$ cat config.mk
export PLATFORM = sky130hd
export DESIGN_NAME = proc
export DESIGN_NICKNAME = d
export VERILOG_FILES = /design/src/logic/isa_pkg.sv /design/src/logic/pipe_pkg.sv /design/src/logic/decode_stage.sv /design/src/logic/execute_stage.sv /design/src/logic/fetch_stage.sv /design/src/logic/hazard_unit.sv /design/src/logic/mem_wb_stage.sv /design/src/logic/proc.sv
export SDC_FILE = /design/constraint.sdc
export NUM_CORES = 1
export LEC_CHECK = 0
export ABC_CLOCK_PERIOD_IN_PS = 5700
export BUFFER_PORTS_ARGS = -buffer_cell sky130_fd_sc_hd__buf_4
export CORE_ASPECT_RATIO = 0.75
export CORE_MARGIN = 1
export CORE_UTILIZATION = 38
export CTS_CLUSTER_SIZE = 28
export DETAILED_ROUTE_END_ITERATION = 7
export SYNTH_ARGS = -nofsm -noshare
export SYNTH_HDL_FRONTEND = slang
export SYNTH_HIERARCHICAL = 1
export SYNTH_SLANG_ARGS = --single-unit
$ cat constraint.sdc
create_clock -name clk -period 5.7 [get_ports clk]
set_input_delay 0.285 -clock clk [delete_from_list [all_inputs] [get_ports clk]]
set_output_delay 0.285 -clock clk [all_outputs]
set_load 0.02 [all_outputs]
$ cat src/logic/isa_pkg.sv
`default_nettype none

package isa_pkg;

	localparam int word_w = 16;
	localparam int reg_n = 8;
	localparam int reg_w = 3;

	// Instruction field positions
	localparam int op_w = 5;
	localparam int op_lsb = 11;
	localparam int rs_lsb = 8;
	localparam int rt_lsb = 5;
	localparam int rd_lsb = 2;
	localparam int funct_lsb = 0;
	localparam int funct_w = 2;

	// Immediate widths, all right aligned in the word
	localparam int imm5_w = 5;
	localparam int imm8_w = 8;
	localparam int disp11_w = 11;

	typedef enum logic [op_w-1:0] {
		op_halt  = 5'b00000,
		op_nop   = 5'b00001,
		op_j     = 5'b00100,
		op_addi  = 5'b01000,
		op_subi  = 5'b01001,
		op_xori  = 5'b01010,
		op_andni = 5'b01011,
		op_beqz  = 5'b01100,
		op_bnez  = 5'b01101,
		op_st    = 5'b10000,
		op_ld    = 5'b10001,
		op_slbi  = 5'b10010,
		op_lbi   = 5'b11000,
		op_rtype = 5'b11011
	} opcode_t;

	typedef enum logic [funct_w-1:0] {
		fn_add  = 2'b00,
		fn_sub  = 2'b01,
		fn_xor  = 2'b10,
		fn_andn = 2'b11
	} funct_t;

	// Bubble word
	localparam logic [word_w-1:0] nop_instr = {op_nop, {op_lsb{1'b0}}};

endpackage

`default_nettype wire

$ cat src/logic/pipe_pkg.sv
`default_nettype none

package pipe_pkg;

	typedef enum logic [2:0] {
		alu_add,
		alu_sub,
		alu_xor,
		alu_andn,
		alu_pass_b,
		alu_shift_load
	} alu_op_t;

	// ALU operand b source
	typedef enum logic [1:0] {
		b_rt,
		b_imm_sext5,
		b_imm_zext5,
		b_imm_sext8
	} b_src_t;

	typedef enum logic [1:0] {
		fwd_regfile,
		fwd_from_mem,
		fwd_from_wb
	} fwd_t;

	localparam logic [isa_pkg::word_w-1:0] reset_pc = '0;
	localparam logic [isa_pkg::word_w-1:0] pc_step = 2;

endpackage

`default_nettype wire

$ cat src/logic/decode_stage.sv
`timescale 1ns/1ps
`default_nettype none

module decode_stage (
	input  wire                           clk,
	input  wire                           arst_n,
	input  wire  [isa_pkg::word_w-1:0]    id_instr,
	input  wire  [isa_pkg::word_w-1:0]    id_pc2,
	input  wire                           stall,
	input  wire                           flush,
	input  wire  [isa_pkg::reg_w-1:0]     wb_sel,
	input  wire  [isa_pkg::word_w-1:0]    wb_data,
	input  wire                           wb_en,
	output logic                          halt_seen,
	output logic [isa_pkg::reg_w-1:0]     rs_sel,
	output logic [isa_pkg::reg_w-1:0]     rt_sel,
	output logic [isa_pkg::reg_w-1:0]     ex_rs_sel,
	output logic [isa_pkg::reg_w-1:0]     ex_rt_sel,
	output logic [isa_pkg::word_w-1:0]    ex_rs_val,
	output logic [isa_pkg::word_w-1:0]    ex_rt_val,
	output logic [isa_pkg::disp11_w-1:0]  ex_imm,
	output pipe_pkg::b_src_t              ex_b_src,
	output pipe_pkg::alu_op_t             ex_alu_op,
	output logic [isa_pkg::reg_w-1:0]     ex_wr_sel,
	output logic                          ex_reg_wr,
	output logic                          ex_mem_rd,
	output logic                          ex_mem_wr,
	output logic                          ex_branch,
	output logic                          ex_jump,
	output logic                          ex_halt,
	output logic [isa_pkg::word_w-1:0]    ex_pc2,
	output isa_pkg::opcode_t              ex_opcode
);

	isa_pkg::opcode_t opcode;
	isa_pkg::funct_t funct;
	logic [isa_pkg::reg_w-1:0] rd_sel;
	logic [isa_pkg::word_w-1:0] regs [isa_pkg::reg_n];
	logic [isa_pkg::word_w-1:0] rs_val;
	logic [isa_pkg::word_w-1:0] rt_val;
	logic halt_q;
	logic kill;

	// Decoded control
	pipe_pkg::alu_op_t alu_op;
	pipe_pkg::b_src_t b_src;
	logic [isa_pkg::reg_w-1:0] wr_sel;
	logic reg_wr;
	logic mem_rd;
	logic mem_wr;
	logic branch;
	logic jump;
	logic halt;

	assign opcode = isa_pkg::opcode_t'(id_instr[isa_pkg::op_lsb +: isa_pkg::op_w]);
	assign funct = isa_pkg::funct_t'(id_instr[isa_pkg::funct_lsb +: isa_pkg::funct_w]);
	assign rs_sel = id_instr[isa_pkg::rs_lsb +: isa_pkg::reg_w];
	assign rt_sel = id_instr[isa_pkg::rt_lsb +: isa_pkg::reg_w];
	assign rd_sel = id_instr[isa_pkg::rd_lsb +: isa_pkg::reg_w];

	always_comb begin
		alu_op = pipe_pkg::alu_add;
		b_src = pipe_pkg::b_imm_sext5;
		wr_sel = rt_sel;
		reg_wr = 1'b0;
		mem_rd = 1'b0;
		mem_wr = 1'b0;
		branch = 1'b0;
		jump = 1'b0;
		halt = 1'b0;
		case (opcode)
			isa_pkg::op_rtype: begin
				reg_wr = 1'b1;
				wr_sel = rd_sel;
				b_src = pipe_pkg::b_rt;
				case (funct)
					isa_pkg::fn_sub:  alu_op = pipe_pkg::alu_sub;
					isa_pkg::fn_xor:  alu_op = pipe_pkg::alu_xor;
					isa_pkg::fn_andn: alu_op = pipe_pkg::alu_andn;
					default:          alu_op = pipe_pkg::alu_add;
				endcase
			end
			isa_pkg::op_addi: reg_wr = 1'b1;
			isa_pkg::op_subi: begin
				reg_wr = 1'b1;
				alu_op = pipe_pkg::alu_sub;
			end
			// Logical immediates are zero extended
			isa_pkg::op_xori: begin
				reg_wr = 1'b1;
				alu_op = pipe_pkg::alu_xor;
				b_src = pipe_pkg::b_imm_zext5;
			end
			isa_pkg::op_andni: begin
				reg_wr = 1'b1;
				alu_op = pipe_pkg::alu_andn;
				b_src = pipe_pkg::b_imm_zext5;
			end
			isa_pkg::op_ld: begin
				reg_wr = 1'b1;
				mem_rd = 1'b1;
			end
			isa_pkg::op_st: mem_wr = 1'b1;
			// Rs field is the destination here
			isa_pkg::op_lbi: begin
				reg_wr = 1'b1;
				wr_sel = rs_sel;
				alu_op = pipe_pkg::alu_pass_b;
				b_src = pipe_pkg::b_imm_sext8;
			end
			isa_pkg::op_slbi: begin
				reg_wr = 1'b1;
				wr_sel = rs_sel;
				alu_op = pipe_pkg::alu_shift_load;
				b_src = pipe_pkg::b_imm_sext8;
			end
			isa_pkg::op_beqz, isa_pkg::op_bnez: branch = 1'b1;
			isa_pkg::op_j: jump = 1'b1;
			isa_pkg::op_halt: halt = 1'b1;
			default: ;
		endcase
	end

	// Register file, write-first on a same-cycle read
	always_ff @(posedge clk) begin
		if (wb_en) begin
			regs[wb_sel] <= wb_data;
		end
	end

	assign rs_val = (wb_en && wb_sel == rs_sel) ? wb_data : regs[rs_sel];
	assign rt_val = (wb_en && wb_sel == rt_sel) ? wb_data : regs[rt_sel];

	assign kill = stall || flush;
	assign halt_seen = halt_q || halt;

	always_ff @(posedge clk or negedge arst_n) begin
		if (!arst_n) begin
			halt_q <= 1'b0;
			ex_rs_sel <= '0;
			ex_rt_sel <= '0;
			ex_wr_sel <= '0;
			ex_reg_wr <= 1'b0;
			ex_mem_rd <= 1'b0;
			ex_mem_wr <= 1'b0;
			ex_branch <= 1'b0;
			ex_jump <= 1'b0;
			ex_halt <= 1'b0;
			ex_opcode <= isa_pkg::op_nop;
		end else begin
			halt_q <= halt_q || (halt && !kill);
			ex_rs_sel <= rs_sel;
			ex_rt_sel <= rt_sel;
			ex_wr_sel <= wr_sel;
			ex_reg_wr <= reg_wr && !kill;
			ex_mem_rd <= mem_rd && !kill;
			ex_mem_wr <= mem_wr && !kill;
			ex_branch <= branch && !kill;
			ex_jump <= jump && !kill;
			ex_halt <= halt && !kill;
			ex_opcode <= kill ? isa_pkg::op_nop : opcode;
		end
	end

	always_ff @(posedge clk) begin
		ex_rs_val <= rs_val;
		ex_rt_val <= rt_val;
		ex_imm <= id_instr[isa_pkg::disp11_w-1:0];
		ex_b_src <= b_src;
		ex_alu_op <= alu_op;
		ex_pc2 <= id_pc2;
	end

endmodule

`default_nettype wire

$ cat src/logic/execute_stage.sv
`timescale 1ns/1ps
`default_nettype none

module execute_stage (
	input  wire                           clk,
	input  wire                           arst_n,
	input  wire  [isa_pkg::word_w-1:0]    ex_rs_val,
	input  wire  [isa_pkg::word_w-1:0]    ex_rt_val,
	input  wire  [isa_pkg::disp11_w-1:0]  ex_imm,
	input  pipe_pkg::b_src_t              ex_b_src,
	input  pipe_pkg::alu_op_t             ex_alu_op,
	input  wire  [isa_pkg::reg_w-1:0]     ex_wr_sel,
	input  wire                           ex_reg_wr,
	input  wire                           ex_mem_rd,
	input  wire                           ex_mem_wr,
	input  wire                           ex_branch,
	input  wire                           ex_jump,
	input  wire                           ex_halt,
	input  wire  [isa_pkg::word_w-1:0]    ex_pc2,
	input  isa_pkg::opcode_t              ex_opcode,
	input  pipe_pkg::fwd_t                fwd_a,
	input  pipe_pkg::fwd_t                fwd_b,
	input  wire  [isa_pkg::word_w-1:0]    wb_data,
	output logic                          redirect,
	output logic [isa_pkg::word_w-1:0]    redirect_pc,
	output logic [isa_pkg::word_w-1:0]    mem_result,
	output logic [isa_pkg::word_w-1:0]    mem_store,
	output logic [isa_pkg::reg_w-1:0]     mem_wr_sel,
	output logic                          mem_reg_wr,
	output logic                          mem_rd,
	output logic                          mem_wr,
	output logic                          mem_halt
);

	logic [isa_pkg::word_w-1:0] op_a;
	logic [isa_pkg::word_w-1:0] rt_fwd;
	logic [isa_pkg::word_w-1:0] op_b;
	logic [isa_pkg::word_w-1:0] alu_out;
	logic [isa_pkg::word_w-1:0] imm5_sext;
	logic [isa_pkg::word_w-1:0] imm5_zext;
	logic [isa_pkg::word_w-1:0] imm8_sext;
	logic [isa_pkg::word_w-1:0] disp_sext;

	function automatic logic [isa_pkg::word_w-1:0] fwd_mux(
		input pipe_pkg::fwd_t sel,
		input logic [isa_pkg::word_w-1:0] rf_val,
		input logic [isa_pkg::word_w-1:0] mem_val,
		input logic [isa_pkg::word_w-1:0] wb_val
	);
		case (sel)
			pipe_pkg::fwd_from_mem: return mem_val;
			pipe_pkg::fwd_from_wb:  return wb_val;
			default:                return rf_val;
		endcase
	endfunction

	assign op_a = fwd_mux(fwd_a, ex_rs_val, mem_result, wb_data);
	assign rt_fwd = fwd_mux(fwd_b, ex_rt_val, mem_result, wb_data);

	assign imm5_sext = {{(isa_pkg::word_w - isa_pkg::imm5_w){ex_imm[isa_pkg::imm5_w-1]}},
		ex_imm[isa_pkg::imm5_w-1:0]};
	assign imm5_zext = {{(isa_pkg::word_w - isa_pkg::imm5_w){1'b0}},
		ex_imm[isa_pkg::imm5_w-1:0]};
	assign imm8_sext = {{(isa_pkg::word_w - isa_pkg::imm8_w){ex_imm[isa_pkg::imm8_w-1]}},
		ex_imm[isa_pkg::imm8_w-1:0]};
	assign disp_sext = {{(isa_pkg::word_w - isa_pkg::disp11_w){ex_imm[isa_pkg::disp11_w-1]}},
		ex_imm};

	always_comb begin
		case (ex_b_src)
			pipe_pkg::b_imm_sext5: op_b = imm5_sext;
			pipe_pkg::b_imm_zext5: op_b = imm5_zext;
			pipe_pkg::b_imm_sext8: op_b = imm8_sext;
			default:               op_b = rt_fwd;
		endcase
	end

	// sub and subi take Rs away from operand b
	always_comb begin
		case (ex_alu_op)
			pipe_pkg::alu_sub:    alu_out = op_b - op_a;
			pipe_pkg::alu_xor:    alu_out = op_a ^ op_b;
			pipe_pkg::alu_andn:   alu_out = op_a & ~op_b;
			pipe_pkg::alu_pass_b: alu_out = op_b;
			pipe_pkg::alu_shift_load: begin
				alu_out = {op_a[isa_pkg::word_w-isa_pkg::imm8_w-1:0],
					op_b[isa_pkg::imm8_w-1:0]};
			end
			default:              alu_out = op_a + op_b;
		endcase
	end

	// Branch polarity comes from the opcode, Rs is tested against zero
	assign redirect = ex_jump ||
		(ex_branch && ((op_a == '0) != (ex_opcode == isa_pkg::op_bnez)));
	assign redirect_pc = ex_pc2 + (ex_jump ? disp_sext : imm8_sext);

	always_ff @(posedge clk or negedge arst_n) begin
		if (!arst_n) begin
			mem_wr_sel <= '0;
			mem_reg_wr <= 1'b0;
			mem_rd <= 1'b0;
			mem_wr <= 1'b0;
			mem_halt <= 1'b0;
		end else begin
			mem_wr_sel <= ex_wr_sel;
			mem_reg_wr <= ex_reg_wr;
			mem_rd <= ex_mem_rd;
			mem_wr <= ex_mem_wr;
			mem_halt <= ex_halt;
		end
	end

	always_ff @(posedge clk) begin
		mem_result <= alu_out;
		mem_store <= rt_fwd;
	end

endmodule

`default_nettype wire

$ cat src/logic/fetch_stage.sv
`timescale 1ns/1ps
`default_nettype none

module fetch_stage (
	input  wire                         clk,
	input  wire                         arst_n,
	input  wire                         stall,
	input  wire                         flush,
	input  wire                         halt_seen,
	input  wire                         redirect,
	input  wire  [isa_pkg::word_w-1:0]  redirect_pc,
	output logic [isa_pkg::word_w-1:0]  imem_addr,
	input  wire  [isa_pkg::word_w-1:0]  imem_data,
	output logic [isa_pkg::word_w-1:0]  id_instr,
	output logic [isa_pkg::word_w-1:0]  id_pc2
);

	logic [isa_pkg::word_w-1:0] pc;
	logic [isa_pkg::word_w-1:0] pc2;

	assign imem_addr = pc;
	assign pc2 = pc + pipe_pkg::pc_step;

	// Redirect wins over stall and halt
	always_ff @(posedge clk or negedge arst_n) begin
		if (!arst_n) begin
			pc <= pipe_pkg::reset_pc;
		end else if (redirect) begin
			pc <= redirect_pc;
		end else if (!stall && !halt_seen) begin
			pc <= pc2;
		end
	end

	// Once halt is seen only bubbles follow it
	always_ff @(posedge clk or negedge arst_n) begin
		if (!arst_n) begin
			id_instr <= isa_pkg::nop_instr;
		end else if (flush) begin
			id_instr <= isa_pkg::nop_instr;
		end else if (!stall) begin
			id_instr <= halt_seen ? isa_pkg::nop_instr : imem_data;
		end
	end

	always_ff @(posedge clk) begin
		if (!stall) begin
			id_pc2 <= pc2;
		end
	end

endmodule

`default_nettype wire

$ cat src/logic/hazard_unit.sv
`timescale 1ns/1ps
`default_nettype none

module hazard_unit (
	input  wire [isa_pkg::reg_w-1:0]  rs_sel,
	input  wire [isa_pkg::reg_w-1:0]  rt_sel,
	input  wire [isa_pkg::reg_w-1:0]  ex_rs_sel,
	input  wire [isa_pkg::reg_w-1:0]  ex_rt_sel,
	input  wire                       ex_mem_rd,
	input  wire [isa_pkg::reg_w-1:0]  ex_wr_sel,
	input  wire [isa_pkg::reg_w-1:0]  mem_wr_sel,
	input  wire                       mem_reg_wr,
	input  wire [isa_pkg::reg_w-1:0]  wb_sel,
	input  wire                       wb_en,
	input  wire                       redirect,
	output pipe_pkg::fwd_t            fwd_a,
	output pipe_pkg::fwd_t            fwd_b,
	output logic                      stall,
	output logic                      flush
);

	// Youngest producer wins
	function automatic pipe_pkg::fwd_t pick(
		input logic [isa_pkg::reg_w-1:0] src,
		input logic [isa_pkg::reg_w-1:0] m_sel,
		input logic m_wr,
		input logic [isa_pkg::reg_w-1:0] w_sel,
		input logic w_wr
	);
		if (m_wr && m_sel == src) begin
			return pipe_pkg::fwd_from_mem;
		end else if (w_wr && w_sel == src) begin
			return pipe_pkg::fwd_from_wb;
		end
		return pipe_pkg::fwd_regfile;
	endfunction

	assign fwd_a = pick(ex_rs_sel, mem_wr_sel, mem_reg_wr, wb_sel, wb_en);
	assign fwd_b = pick(ex_rt_sel, mem_wr_sel, mem_reg_wr, wb_sel, wb_en);

	// Load data is not ready for the next instruction
	assign stall = ex_mem_rd && (ex_wr_sel == rs_sel || ex_wr_sel == rt_sel);
	assign flush = redirect;

endmodule

`default_nettype wire

$ cat src/logic/mem_wb_stage.sv
`timescale 1ns/1ps
`default_nettype none

module mem_wb_stage (
	input  wire                         clk,
	input  wire                         arst_n,
	input  wire  [isa_pkg::word_w-1:0]  mem_result,
	input  wire  [isa_pkg::word_w-1:0]  mem_store,
	input  wire  [isa_pkg::reg_w-1:0]   mem_wr_sel,
	input  wire                         mem_reg_wr,
	input  wire                         mem_rd,
	input  wire                         mem_wr,
	input  wire                         mem_halt,
	input  wire  [isa_pkg::word_w-1:0]  dmem_rdata,
	output logic                        dmem_en,
	output logic                        dmem_wr,
	output logic [isa_pkg::word_w-1:0]  dmem_addr,
	output logic [isa_pkg::word_w-1:0]  dmem_wdata,
	output logic [isa_pkg::reg_w-1:0]   wb_sel,
	output logic [isa_pkg::word_w-1:0]  wb_data,
	output logic                        wb_en,
	output logic                        wb_rd,
	output logic                        halted
);

	logic wb_halt;
	logic [isa_pkg::word_w-1:0] wb_load;
	logic [isa_pkg::word_w-1:0] wb_result;

	// Address comes straight from the ALU result
	assign dmem_en = mem_rd || mem_wr;
	assign dmem_wr = mem_wr;
	assign dmem_addr = mem_result;
	assign dmem_wdata = mem_store;

	always_ff @(posedge clk or negedge arst_n) begin
		if (!arst_n) begin
			wb_sel <= '0;
			wb_en <= 1'b0;
			wb_rd <= 1'b0;
			wb_halt <= 1'b0;
			halted <= 1'b0;
		end else begin
			wb_sel <= mem_wr_sel;
			wb_en <= mem_reg_wr;
			wb_rd <= mem_rd;
			wb_halt <= mem_halt;
			// Sticky until reset
			halted <= halted || wb_halt;
		end
	end

	always_ff @(posedge clk) begin
		wb_load <= dmem_rdata;
		wb_result <= mem_result;
	end

	assign wb_data = wb_rd ? wb_load : wb_result;

endmodule

`default_nettype wire

$ cat src/logic/proc.sv
`timescale 1ns/1ps
`default_nettype none

module proc (
	input  wire                         clk,
	input  wire                         arst_n,
	output logic [isa_pkg::word_w-1:0]  imem_addr,
	input  wire  [isa_pkg::word_w-1:0]  imem_data,
	output logic                        dmem_en,
	output logic                        dmem_wr,
	output logic [isa_pkg::word_w-1:0]  dmem_addr,
	output logic [isa_pkg::word_w-1:0]  dmem_wdata,
	input  wire  [isa_pkg::word_w-1:0]  dmem_rdata,
	output logic                        halted
);

	// Hazard and redirect
	logic stall;
	logic flush;
	logic halt_seen;
	logic redirect;
	logic [isa_pkg::word_w-1:0] redirect_pc;
	pipe_pkg::fwd_t fwd_a;
	pipe_pkg::fwd_t fwd_b;

	// Fetch to decode
	logic [isa_pkg::word_w-1:0] id_instr;
	logic [isa_pkg::word_w-1:0] id_pc2;
	logic [isa_pkg::reg_w-1:0] rs_sel;
	logic [isa_pkg::reg_w-1:0] rt_sel;

	// Decode to execute
	logic [isa_pkg::reg_w-1:0] ex_rs_sel;
	logic [isa_pkg::reg_w-1:0] ex_rt_sel;
	logic [isa_pkg::word_w-1:0] ex_rs_val;
	logic [isa_pkg::word_w-1:0] ex_rt_val;
	logic [isa_pkg::disp11_w-1:0] ex_imm;
	pipe_pkg::b_src_t ex_b_src;
	pipe_pkg::alu_op_t ex_alu_op;
	logic [isa_pkg::reg_w-1:0] ex_wr_sel;
	logic ex_reg_wr;
	logic ex_mem_rd;
	logic ex_mem_wr;
	logic ex_branch;
	logic ex_jump;
	logic ex_halt;
	logic [isa_pkg::word_w-1:0] ex_pc2;
	isa_pkg::opcode_t ex_opcode;

	// Execute to memory
	logic [isa_pkg::word_w-1:0] mem_result;
	logic [isa_pkg::word_w-1:0] mem_store;
	logic [isa_pkg::reg_w-1:0] mem_wr_sel;
	logic mem_reg_wr;
	logic mem_rd;
	logic mem_wr;
	logic mem_halt;

	// Write-back into the register file
	logic [isa_pkg::reg_w-1:0] wb_sel;
	logic [isa_pkg::word_w-1:0] wb_data;
	logic wb_en;

	fetch_stage fetch_i (.*);

	decode_stage decode_i (.*);

	execute_stage execute_i (.*);

	mem_wb_stage mem_wb_i (
		.*,
		.wb_rd ()
	);

	hazard_unit hazard_i (.*);

endmodule

`default_nettype wire
# Word level (Yosys, flattened, before mapping)
# Memories as Yosys holds them, arrays and structs flattened. A register that Yosys moved wholly into a read port is not among the register bits.
# Index checks and enable logic that the tools add are counted.
# word_totals
inputBits	34
mem_bits_rw	128
n_memories	1
word_cells	140
regBits	179
out_inout_bits	51
# classes
reduce_logical	30
mux	34
bitwise_logic	3
n_addsub	4
n_eq_ne	36
# mem_list
memory	depth	width	read_ports	rd_ports_with_merged_regs	wr	line_no	rtl
decode_i.regs	8	16	2	2	1	decode_stage.sv:38	logic [isa_pkg::word_w-1:0] regs [isa_pkg::reg_n];
# ops
operator	count
$mux 16	7
$pmux 16 s5	1
$pmux 16 s2	2
$pmux 16 s3	1
$eq 5x4->1 const B	7
$add 16x16->16	2
$eq 5x5->1 const B	5
$eq 3x3->1	6
$pmux 3 s6	1
$add 16x2->16 const B	1
$and 16x16->16	1
$logic_not 16->1	1
$not 16->16	1
$sub 16x16->16	1
$xor 16x16->16	1
$logic_and 1x1->1	13
$eq 2x2->1 const B	6
$mux 1	12
$mux 2	6
$pmux 2 s3	2
$eq 2x1->1 const B	4
$reduce_or 8->1	1
$logic_or 1x1->1	7
$eq 3x2->1 const B	2
other kinds (11)	16

# Depth between registers and ports, before layout
# depth
depth_word	15
mapped_depth	22
ltp_nobuf	20

# Cells and area by module
# Netlist, hierarchy kept.
# by_module_without_submodules
module	seq_area_each_um2	cells_per_inst	area_each_um2	n_inst
decode_stage	5011.1	365	7574.8	1
execute_stage	815.8	591	4504.3	1
fetch_stage	1282.5	186	2164.6	1
mem_wb_stage	815.8	92	1325.0	1
hazard_unit	0.0	30	236.5	1

# Worst setup path before layout
# OpenSTA, ideal clock, no wires.
# synth_path
kind	flip-flop to flip-flop
start	register execute_i/mem_wr_sel[0] (netlist name)
end	register execute_i/mem_result[14] (netlist name)
path_slack_ns	1.516
stages_incl_launch_ff	19
synth_period_minus_slack_ns	4.184
path_buffers	2
t_required_ns	5.621
setup_ns	0.079
arrival_ns	4.105
cell_sequence	dfrtp_1 xnor2_1 and4_4 inv_1 ha_1 buf_2 a221oi_1 o22ai_1 nor4_4 a31oi_1 xnor2_1 ha_1 clkbuf_1 a21oi_1 nor2b_1 o21a_1 o41a_1 or4_1 o211ai_1
# synth_via
elab_cells_between_ends	23
classes_between	2 x add/sub; 6 x eq/ne; 10 x mux; 3 x bitwise; 2 x reduce/logical
# synth_lines
element	line_no	rtl
from (decl)	execute_stage.sv:28	output logic [isa_pkg::reg_w-1:0] mem_wr_sel,
from (signal assigned)	execute_stage.sv:106	mem_wr_sel <= ex_wr_sel;
$eq 3x3->1 *	hazard_unit.sv:30	if (m_wr && m_sel == src) begin
$logic_and 1x1->1 *	hazard_unit.sv:30	
$mux 2 or $mux 1 (tied branches)	hazard_unit.sv:30	
$mux 2 *	hazard_unit.sv:35	return pipe_pkg::fwd_regfile;
via fwd_a[0]	proc.sv:23	pipe_pkg::fwd_t fwd_a;
$eq 2x2->1 or $eq 2x1->1 (tied branches)	execute_stage.sv:50	case (sel)
$pmux 16 s2 *	execute_stage.sv:50	
$add 16x16->16, or another cell as far along	execute_stage.sv:89	default: alu_out = op_a + op_b;
$pmux 16 s5 *	execute_stage.sv:80	case (ex_alu_op)
via execute_i.alu_out, one bit	execute_stage.sv:38	logic [isa_pkg::word_w-1:0] alu_out;
to (signal assigned)	execute_stage.sv:115	mem_result <= alu_out;
to (decl)	execute_stage.sv:26	output logic [isa_pkg::word_w-1:0] mem_result,
# The timed path passes the listed nets; every way through them passes the cells marked *.
# A chain may end at the register's enable or synchronous reset.

# Worst setup path after layout
# layout_path
start	register execute_i/mem_wr_sel[1] (netlist name)
end	register execute_i/mem_result[14] (netlist name)
# Same word-level chain as after synthesis.

==> reports/metrics.cfg <==
[pwr]
ir_drop_uv = 264.4
switching_share_pct = 40.78
pwr-share-seq_pct = 32.1
p_per_area_nw_per_um2 = 598.5
power.switching_uw = 4395
p_comb_share_pct = 48.9
power_leakage_uw = 0.006991
p_clk_share_pct = 19.0
p_int_uw = 6382

[synthesis]
ys.flop_type = edfxtp_1
synth.area.top_cells = edfxtp_1 (27%), dfxtp_1 (12%), dfrtp_1 (10%)
synth_async_sr_flop_share_pct = 21.82
yosysSeqAreaShare_pct = 50.14
syn_nets = 1351
ys_ff_latch = 307
yosysWarnings = 6
yosys.cell_count.top_type = edfxtp_1
synth_top_area_share_pct = 27.36
syn_avg_cell_area_um2 = 12.50
synth_largest_area_cell = edfxtp_1
synth-edff-count = 144
synthCells = 1264
synth_area_um2 = 15810
synth_cell_type_count = 94
synthTopCellsByCount = edfxtp_1 (144), dfxtp_1 (96), nand2_1 (87)

[cells_and_area]
n_fill_cell = 3683
syn_to_final_growth_pct = 13.92
drive_gt1_share_pct = 19.41
final_nets = 1422
n_antenna_cell = 0

[hold_path]
hold_class = in2async

[grt]
antenna_found_initial = 0
overflow = 0
grt_max_degree = 68
grt_pass1_vias = 10470
grt_pass1_wl_um = 61480
grtUsageTotal_pct = 19.09

[routing]
wl_per_cell_um = 21.05
drt_iter0_drc = 965
vias = 10500
vias_per_cell = 5.465
drc = 0
dr.pass1.iters = 5
wirelength_um = 40430
antenna_left = 0

[timing]
finalCritPeriodShare_pct = 90.91
setup_violations = 0
max_freq_mhz = 193.0
whs_ns = 0.3259
skew_ns = 0.01639
grt_setup_unrepaired = no
slew_viol_final = 0
slew_headroom_pct = 29.04
hold_violations = 0
min_period_ns = 5.182
tns_ns = 0
tightestPinTransition_ns = 1.060

[run]
drv_cap = 0

[cts]
numCtsBuffers = 31
clk_latency_ns = 0.58
clock_path_buffers = 3
cts_tree = done
clkTransAtPathRegs_ns = 0.07
post_cts_buffers = 0
cts_root_buf = clkbuf_16
clock_sinks = 307
cts_htree_levels = 1

[status]
status = completed

[worst_setup_path]
cp-start-kind = register
path_max_fanout = 27
arrival_ns = 5.68
crit_type = reg2reg
crit_required_ns = 6.19
critPathCaptureType = register

[floorplan]
fp-row-count = 64
ios = 85
start_util_pct = 38.63
fp.coreArea_um2 = 40920
die_h_um = 178.6
dieArea_um2 = 42420
die_x_um = 237.5

[place]
dp_hpwl_um = 28360
io_buffers = 84
routabilityCongestion = 0.8840

[stage by stage]
stage / worst slack, ns / total power, uW / std cells / utilization (%) / instance area (um^2)
3_5_place_dp: 0.6251 / 8701 / 1830 / 40.71 / 16660
3_3_place_gp: 0.7110 / 8591 / 1830 / 40.71 / 16660
2_1_floorplan: 1.516 / 7334 / 1264 / - / 15810
4_1_cts: 0.6087 / 10790 / 1921 / 44.00 / 18010
5_1_grt: 0.1426 / 11490 / 1921 / 44.00 / 18010
6_report: 0.5182 / 10780 / 1921 / 44.00 / 18010
[final cells by class]
class	count	area (um^2)	area share (%)
tap	561	701.9	3.898
timing repair buffer	144	1164	6.462
clock buffer	47	897.1	4.982
inverter	64	240.2	1.334
sequential	307	7928	44.03
clock inverter	11	121.4	0.6740
multi-input combinational	787	6954	38.62
[per-layer routing]
layer / routed length, um / track usage (%)
met1: 19320 / 27.77
met3: 2300 / 2.909
met2: 18030 / 29.89
met5: 0 / 0
met4: 780 / 4.462
[worst paths after layout]
path | startpoint | endpoint | slack [ns] | cells past startpoint
min in group clk | fetch_i/id_pc2[4]$_DFFE_PN_ | decode_i/ex_pc2[4]$_DFF_P_ | 0.33 | 0
worst max-delay path | execute_i/mem_wr_sel[1]$_DFF_PN0_ | execute_i/mem_result[14]$_DFF_P_ | 0.52 | 16
worst min register to register | fetch_i/id_pc2[4]$_DFFE_PN_ | decode_i/ex_pc2[4]$_DFF_P_ | 0.33 | 0
worst max register to register | execute_i/mem_wr_sel[1]$_DFF_PN0_ | execute_i/mem_result[14]$_DFF_P_ | 0.52 | 16
worst min-delay path | arst_n | fetch_i/imem_addr[4]$_DFFE_PN0P_ | 0.33 | 2
max in group asynchronous | arst_n | decode_i/ex_mem_wr$_DFF_PN0_ | 4.77 | 2
[power groups by stage]
stage | clock network [uW] | logic (uW) | registers, uW
finish | 2050 | 5270 | 3460
detailed placement | 0 | 5190 | 3510
global route | 2180 | 5800 | 3520
global placement | 0 | 5090 | 3500
CTS | 2090 | 5240 | 3470
floorplan | 0 | 4040 | 3300
[registers in the layout (all words and copies together), names as in the netlist, 2 cells and up]
register              cells
fetch_i/id_instr         16
mem_wb_i/wb_sel           3
decode_i/ex_rs_sel        3
execute_i/mem_result     16
execute_i/mem_wr_sel      3
decode_i/ex_imm          11
mem_wb_i/wb_load         16
decode_i/ex_opcode        5
decode_i/ex_rt_sel        3
decode_i/ex_pc2          16
decode_i/ex_b_src         2
fetch_i/imem_addr        16
decode_i/ex_alu_op        3
mem_wb_i/wb_result       16
decode_i/ex_wr_sel        3
execute_i/mem_store      16
fetch_i/id_pc2           16
decode_i/regs           128
[cells in the final DEF (no fill, tap or decap), types with 12 or more instances in the layout]
cell             n
a21o_1          12
a21oi_1         41
a22o_1          15
a22oi_1         28
buf_4          111
clkbuf_16       31
dfrtp_1         65
dfxtp_1         94
dlygate4sd3_1   33
edfxtp_1       144
ha_1            51
inv_1           63
mux2_2          41
mux2i_1         17
mux4_1          56
nand2_1         87
nand3_1         15
nor2_1          57
nor3_1          19
o21a_1          17
o21ai_0         61
xnor2_1         60
xor2_1          13
[cells by family (layout without fill, tap and decap cells)]
group                      after synthesis  count (layout)  synth area share (%)
DFF                                    307             307                 50.14
and+or+nand+nor                        272             272                 8.953
AOI/OAI and AO/OA                      256             256                 11.15
buffers and inverters                  170             266                 5.922
muxes                                  132             132                 15.40
xor gates and xnor gates                74              74                 4.148
adders and majority gates               53              53                 4.291
[critical path, stage by stage (launching register included)]
cell	delay (ns)
dfrtp_1	0.41
xnor2_1	0.17
and4_4	0.26
inv_1	0.05
ha_1	0.88
o21ai_1	0.38
nor4_4	0.56
nand2_1	0.11
nor3_1	0.22
nor2_1	0.08
xnor2_1	0.15
ha_1	0.38
nor2b_1	0.17
o21a_1	0.18
o41a_1	0.48
or4_1	0.42
o211ai_1	0.18
[what timing repair did]
item	CTS	global route
hold buffers	33	0
gates resized for setup	0	0
endpoints found under the hold margin	97	0
Power figures use the tool's default switching activity.
